<file path="config.mk">
export PLATFORM = sky130hd
export DESIGN_NAME = alu_lane
export DESIGN_NICKNAME = d
export VERILOG_FILES = /design/src/source/issue_pkg.sv /design/src/source/alu_lane.sv
export SDC_FILE = /design/constraint.sdc
export NUM_CORES = 1
export LEC_CHECK = 0
export CAP_MARGIN = 10
export CORE_ASPECT_RATIO = 1.4
export CORE_UTILIZATION = 47
export CTS_CLUSTER_DIAMETER = 120
export DETAILED_ROUTE_END_ITERATION = 10
export DONT_BUFFER_PORTS = 1
export GPL_ROUTABILITY_DRIVEN = 0
export PLACE_DENSITY = 0.66
export SKIP_LAST_GASP = 1
export SLEW_MARGIN = 20
export SYNTH_ARGS = -nofsm -noshare
export SYNTH_HDL_FRONTEND = slang
export SYNTH_SLANG_ARGS = --single-unit
</file>
<file path="constraint.sdc">
create_clock -name clk -period 4.4 [get_ports clk]
set_clock_uncertainty 0.15 [all_clocks]
set_input_delay 0 -clock clk [delete_from_list [all_inputs] [get_ports clk]]
set_output_delay 0 -clock clk [all_outputs]
set_load 0.02 [all_outputs]
</file>
<file path="src/source/issue_pkg.sv">
package issue_pkg;

    // physical register tag and data widths
    localparam int tag_w = 5;
    localparam int xlen = 32;
    // one register per tag value
    localparam int phys_regs = 1 << tag_w;
    // one cdb lane per alu lane
    localparam int cdb_lanes = 2;
    // second operand field, wide enough for the immediate
    localparam int operand2_w = 16;

    // functional unit class
    typedef enum logic {
        ALU_T = 1'b0,
        MUL_T = 1'b1
    } unit_type_e;

    typedef enum logic [2:0] {
        ADD = 3'd0,
        SUB = 3'd1,
        AND = 3'd2,
        OR  = 3'd3,
        XOR = 3'd4,
        SLL = 3'd5,
        SRL = 3'd6,
        SLT = 3'd7
    } alu_op_e;

    // register view of the second operand, tag in the low bits
    typedef struct packed {
        logic [operand2_w-tag_w-1:0] pad;
        logic [tag_w-1:0]            tag;
    } operand2_tag_t;

    // use_imm picks which view is live
    typedef union packed {
        operand2_tag_t                tag_view;
        logic signed [operand2_w-1:0] imm;
    } operand2_u;

    typedef struct packed {
        unit_type_e       unit;
        logic [3:0]       rmask;
        logic [3:0]       wmask;
        alu_op_e          op;
        logic             use_imm;
        logic [tag_w-1:0] src1;
        operand2_u        src2;
        logic [tag_w-1:0] dest;
    } uop_t;

    // met bits come from the dispatcher
    typedef struct packed {
        uop_t uop;
        logic src1_met;
        logic src2_met;
    } dispatch_t;

    // table slot, only used inside the reservation table
    typedef struct packed {
        logic      full;
        dispatch_t disp;
    } rs_entry_t;

    typedef struct packed {
        logic valid;
        uop_t uop;
    } issue_t;

    typedef struct packed {
        logic [tag_w-1:0] rs1;
        logic [tag_w-1:0] rs2;
    } reg_request_t;

    typedef struct packed {
        logic             valid;
        logic [tag_w-1:0] tag;
        logic [xlen-1:0]  value;
    } cdb_t;

endpackage

</file>
<file path="src/source/alu_lane.sv">
module alu_lane (
    input  logic                       clk,
    input  logic                       rst,
    input  issue_pkg::issue_t          issue,
    input  logic [issue_pkg::xlen-1:0] rs1_value,
    input  logic [issue_pkg::xlen-1:0] rs2_value,
    output issue_pkg::cdb_t            cdb
);
    import issue_pkg::*;

    // shift amount uses the low bits only
    localparam int shamt_w = $clog2(xlen);

    logic [xlen-1:0] op_b;
    logic [xlen-1:0] result;
    logic            less;

    // second operand, immediate view is sign extended
    always_comb begin
        if (issue.uop.use_imm) begin
            op_b = {{(xlen-operand2_w){issue.uop.src2.imm[operand2_w-1]}},
                    issue.uop.src2.imm};
        end else begin
            op_b = rs2_value;
        end
    end

    // signed compare for slt
    assign less = $signed(rs1_value) < $signed(op_b);

    always_comb begin
        case (issue.uop.op)
            ADD:     result = rs1_value + op_b;
            SUB:     result = rs1_value - op_b;
            AND:     result = rs1_value & op_b;
            OR:      result = rs1_value | op_b;
            XOR:     result = rs1_value ^ op_b;
            SLL:     result = rs1_value << op_b[shamt_w-1:0];
            // logical right shift
            SRL:     result = rs1_value >> op_b[shamt_w-1:0];
            SLT:     result = {{(xlen-1){1'b0}}, less};
            default: result = '0;
        endcase
    end

    // result onto this lane's cdb one edge after issue
    always_ff @(posedge clk) begin
        if (rst) begin
            cdb.valid <= 1'b0;
        end else begin
            cdb.valid <= issue.valid;
        end
        cdb.tag <= issue.uop.dest;
        cdb.value <= result;
    end

endmodule

</file>
# Word-level counts from Yosys, hierarchy flattened
# Index checks and enable logic that the tools add are counted.
[op_classes]
addsub = 2
n_lt_le_gt_ge = 1
eq_ne = 7
shifts = 2
n_mux = 2
bitwise_logic = 3
reduce_logical = 1
[op_table]
columns = ["operator", "count"]
rows = [
  ["$pmux W32 S8", 1],
  ["$add A32 B32 Y32", 1],
  ["$and A32 B32 Y32", 1],
  ["$lt A32 B32 Y1", 1],
  ["$mux W32", 1],
  ["$or A32 B32 Y32", 1],
  ["$shl A32 B5 Y32", 1],
  ["$shr A32 B5 Y32", 1],
  ["$sub A32 B32 Y32", 1],
  ["$xor A32 B32 Y32", 1],
  ["$eq A3 B3 Y1 const B", 4],
  ["$eq A3 B2 Y1 const B", 2],
  ["$eq A3 B1 Y1 const B", 1],
  ["$logic_not A3 Y1", 1],
]
[word_totals]
reg_bits = 38
out_inout_bits = 38
elab_cells = 21

# Longest topological paths before layout
[depth]
word_depth = 3
mapped_depth = 18
ltp_nobuf = 14

# Least setup slack after synthesis
# No wires, ideal clock.
[synth_path]
kind = "input to register"
startpoint = "input port issue[26] (netlist bit)"
endpoint = "register cdb[24] (netlist bit)"
arrival_ps = 3738
required_time_ps = 4124
path_slack_ps = 386
path_stages = 17
n_path_buf = 6
path_cell_list = "buf_4 -> mux2i_2 -> buf_4 -> buf_2 -> buf_2 -> buf_2 -> ha_1 -> buf_4 -> o21ba_2 -> o41a_1 -> a211o_1 -> a21oi_1 -> o221ai_1 -> a21boi_0 -> o21ai_0 -> a311oi_1 -> o21ai_1"
[synth_between]
elab_chain_len = 3
word_cells_on_any_way = 9
[synth_rtl]
columns = ["item", "line", "source"]
rows = [
  ["start, declared", "alu_lane.sv:4", "input issue_pkg::issue_t issue,"],
  ["$mux W32 (*)", "alu_lane.sv:20", "if (issue.uop.use_imm) begin"],
  ["$sub A32 B32 Y32 (tied with other cells)", "alu_lane.sv:34", "SUB: result = rs1_value - op_b;"],
  ["$pmux W32 S8 (*)", "alu_lane.sv:32", "case (issue.uop.op)"],
  ["via result[24]", "alu_lane.sv:15", "logic [xlen-1:0] result;"],
  ["end, declared", "alu_lane.sv:7", "output issue_pkg::cdb_t cdb"],
]
# The timed path passes the listed nets; every way through them passes the cells marked *.
# A chain may end at the register's enable or synchronous reset.

# Worst setup path after layout
# Ends and elaborated chain as after synthesis.

==> impl_metrics.env <==
export IMPL_worst_path_max_delay_cell="dlygate4sd3_1"
export IMPL_layout_min_cycle_time_ns=3.930
export IMPL_ys_flop_type="dfxtp_1"
export IMPL_fmax_mhz=254.5
export IMPL_cts_resized=0
export IMPL_reg_largest_list="cdb (38)"
export IMPL_netlist_area_um2=9358
export IMPL_ys_warnings_count=0
export IMPL_ant_nets=0
export IMPL_nNetsFinal=1500
export IMPL_cp_depth=14
export IMPL_drive_gt1_frac=0.06294
export IMPL_rsz0062_at_grt="false"
export IMPL_drv_slew=0
export IMPL_regMostFlops="cdb"
export IMPL_min_path_cells=3
export IMPL_antenna_found_initial=1
export IMPL_grt_pass1_wl_um=60680
export IMPL_worstSetupPathType="in2reg"
export IMPL_syn_to_final_growth_pct=3.971
export IMPL_report_final_setup_viol=0
export IMPL_yosysMostFrequentCell="a21oi_1"
export IMPL_status="completed"
export IMPL_synth_seq_cells=38
export IMPL_final_hold_violation_count=0
export IMPL_cts_buffers=5
export IMPL_synth_top_cells_by_count="a21oi_1 (156), nor2_1 (141), nand2_1 (134)"
export IMPL_io_buffers=0
export IMPL_ctsLongestPathBuffers=2
export IMPL_p_per_area_nw_per_um2=242.6
export IMPL_die_y_um=169.0
export IMPL_power_leakage_uw=0.004166
export IMPL_rows=60
export IMPL_drc_errors=0
export IMPL_vias=10830
export IMPL_tns_ns=0
export IMPL_postCtsSetupRepairBufs=0
export IMPL_worstSetupEndpointType="register"
export IMPL_arrival_ns=3.97
export IMPL_critPathMaxFanout=17
export IMPL_cts_htree_levels=2
export IMPL_synthArstFlopShare=0
export IMPL_vdd_drop_max_mv=0.1455
export IMPL_synth_edf_count=0
export IMPL_critPathBufInv=2
export IMPL_clock_root_buffer="clkbuf_16"
export IMPL_cp_start_kind="input pin"
export IMPL_fin_crit_sh=0.8931
export IMPL_hold_ws_ns=0.02697
export IMPL_wl_per_cell_um=26.72
export IMPL_cp_required_ns=4.44
export IMPL_synth_largest_area_cell="ha_1"
export IMPL_drt_iter0_markers=1517
export IMPL_crit_path_start="issue[26]"
export IMPL_syn_num_nets=1556
export IMPL_die_w_um=121.3
export IMPL_hpwlAfterDp_um=30190
export IMPL_grtUsageTotal=0.3979
export IMPL_grt_max_degree=76
export IMPL_path_clk_slew_ns=0.06
export IMPL_ys_types=76
export IMPL_cts_tree="done"
export IMPL_core_um2=19370
export IMPL_numClockSinks=38
export IMPL_worstHoldStart="rs1_value[1]"
export IMPL_synthTopCellsByArea="ha_1 (14%), a21oi_1 (8.3%), dfxtp_1 (8.1%)"
export IMPL_min_path_type="in2reg"
export IMPL_whs_endpoint="cdb[1]"
export IMPL_via_per_inst=7.052
export IMPL_grt_pass1_vias=9978
export IMPL_slew_headroom=0.2161
export IMPL_critPathTopFamily="compound AO/OA/AOI/OAI gates"
export IMPL_yosysSeqAreaShare=0.08129
export IMPL_cts_hold_buffers_added=11
export IMPL_grt_ovfl_total=0
export IMPL_max_stage_delay_ns=0.55
export IMPL_synth_top_area_share=0.1404
export IMPL_io_pins=144
export IMPL_largest_register_ff_count=38
export IMPL_fillers=2022
export IMPL_drv_cap=0
export IMPL_tightest_slew_ns=1.172
export IMPL_drtPass1Iterations=7
export IMPL_netlist_instances=1343
export IMPL_syn_area_per_cell_um2=6.968
export IMPL_initial_core_util=0.4831
export IMPL_path_cells="mux2i_4 -> inv_2 -> ha_1 -> fa_1 -> o21ba_2 -> o41a_1 -> a211o_1 -> a21oi_1 -> o221ai_1 -> a21boi_0 -> o21ai_0 -> a311oi_1 -> o21ai_1 -> dlygate4sd3_1"
export IMPL_routed_wl_um=41040
export IMPL_fp_dieArea_um2=20490
-- final cells by class --
cell class | instances | area (µm²) | share of cell area
diodes | 1 | 2.502 | 0.0002572
clock buffers | 6 | 138.9 | 0.01427
clock inverters | 1 | 30.03 | 0.003086
inverters | 107 | 401.6 | 0.04128
multi-input cells | 1103 | 7818 | 0.8035
flip-flops and latches | 38 | 760.7 | 0.07819
well taps | 248 | 310.3 | 0.03189
repair buffers | 32 | 267.8 | 0.02752
-- cells in the final DEF, fill, tap and decap left out, drive strengths merged, types with 10 or more instances in the layout --
| cell type | netlist | routed |
|---|---|---|
| a211oi | 27 | 27 |
| a21o | 18 | 18 |
| a21oi | 157 | 157 |
| a222oi | 15 | 15 |
| a31oi | 18 | 18 |
| buf | 38 | 21 |
| dfxtp | 38 | 38 |
| dlygate4sd3 | 0 | 11 |
| ha | 105 | 105 |
| inv | 104 | 104 |
| mux2i | 78 | 78 |
| mux4 | 22 | 22 |
| nand2 | 134 | 134 |
| nand3 | 24 | 24 |
| nor2 | 141 | 141 |
| nor3 | 25 | 25 |
| o211ai | 32 | 32 |
| o21ai | 91 | 91 |
| o21bai | 10 | 10 |
| xnor2 | 20 | 20 |
-- metal layers --
metal	global-route usage	routed length [µm]	up-vias	share of wire
li1	-	-	4825	-
met1	0.4327	13970	4993	0.34
met2	0.6298	18220	764	0.44
met3	0.1189	4632	250	0.11
met4	0.3360	4217	0	0.10
met5	0	0	-	0
-- power breakdown --
| group | internal, µW | switching, µW |
|---|---|---|
| Combinational | 514 | 914 |
| Clock | 280 | 157 |
| Sequential | 403 | 92.2 |
-- stage by stage --
stage | total power (µW) | std cells | setup slack, ns | util | cell area (µm²)
after global placement | 1837 | 1517 | 0.6024 | 0.4874 | 9440
after CTS | 2308 | 1535 | 0.5338 | 0.5018 | 9719
after global routing | 2480 | 1535 | 0.2432 | 0.5022 | 9727
after floorplan | 1521 | 1343 | 0.3855 | - | 9358
final | 2360 | 1536 | 0.4704 | 0.5023 | 9729
after detailed placement | 1846 | 1517 | 0.5799 | 0.4874 | 9440
-- cell families (layout without fill, tap and decap cells) --
kind of cell / count (synthesis) / count (layout) / synth area share
AOI/OAI and AO/OA: 486 / 486 / 0.3399
xor gates and xnor gates: 27 / 27 / 0.02527
adders and majority gates: 107 / 107 / 0.1447
buffers and inverters: 202 / 146 / 0.08718
DFF: 38 / 38 / 0.08129
muxes: 107 / 107 / 0.1479
other: 0 / 1 / 0
and+or+nand+nor: 376 / 376 / 0.1738
-- how the worst max path moves through the flow --
stage | to | slack (ns)
floorplan | cdb[24] | 0.39
global placement | cdb[29] | 0.60
detailed placement | cdb[29] | 0.58
CTS | cdb[24] | 0.53
global route | cdb[24] | 0.24
finish | cdb[24] | 0.47
Note: power is estimated with default switching activity, not from simulation.
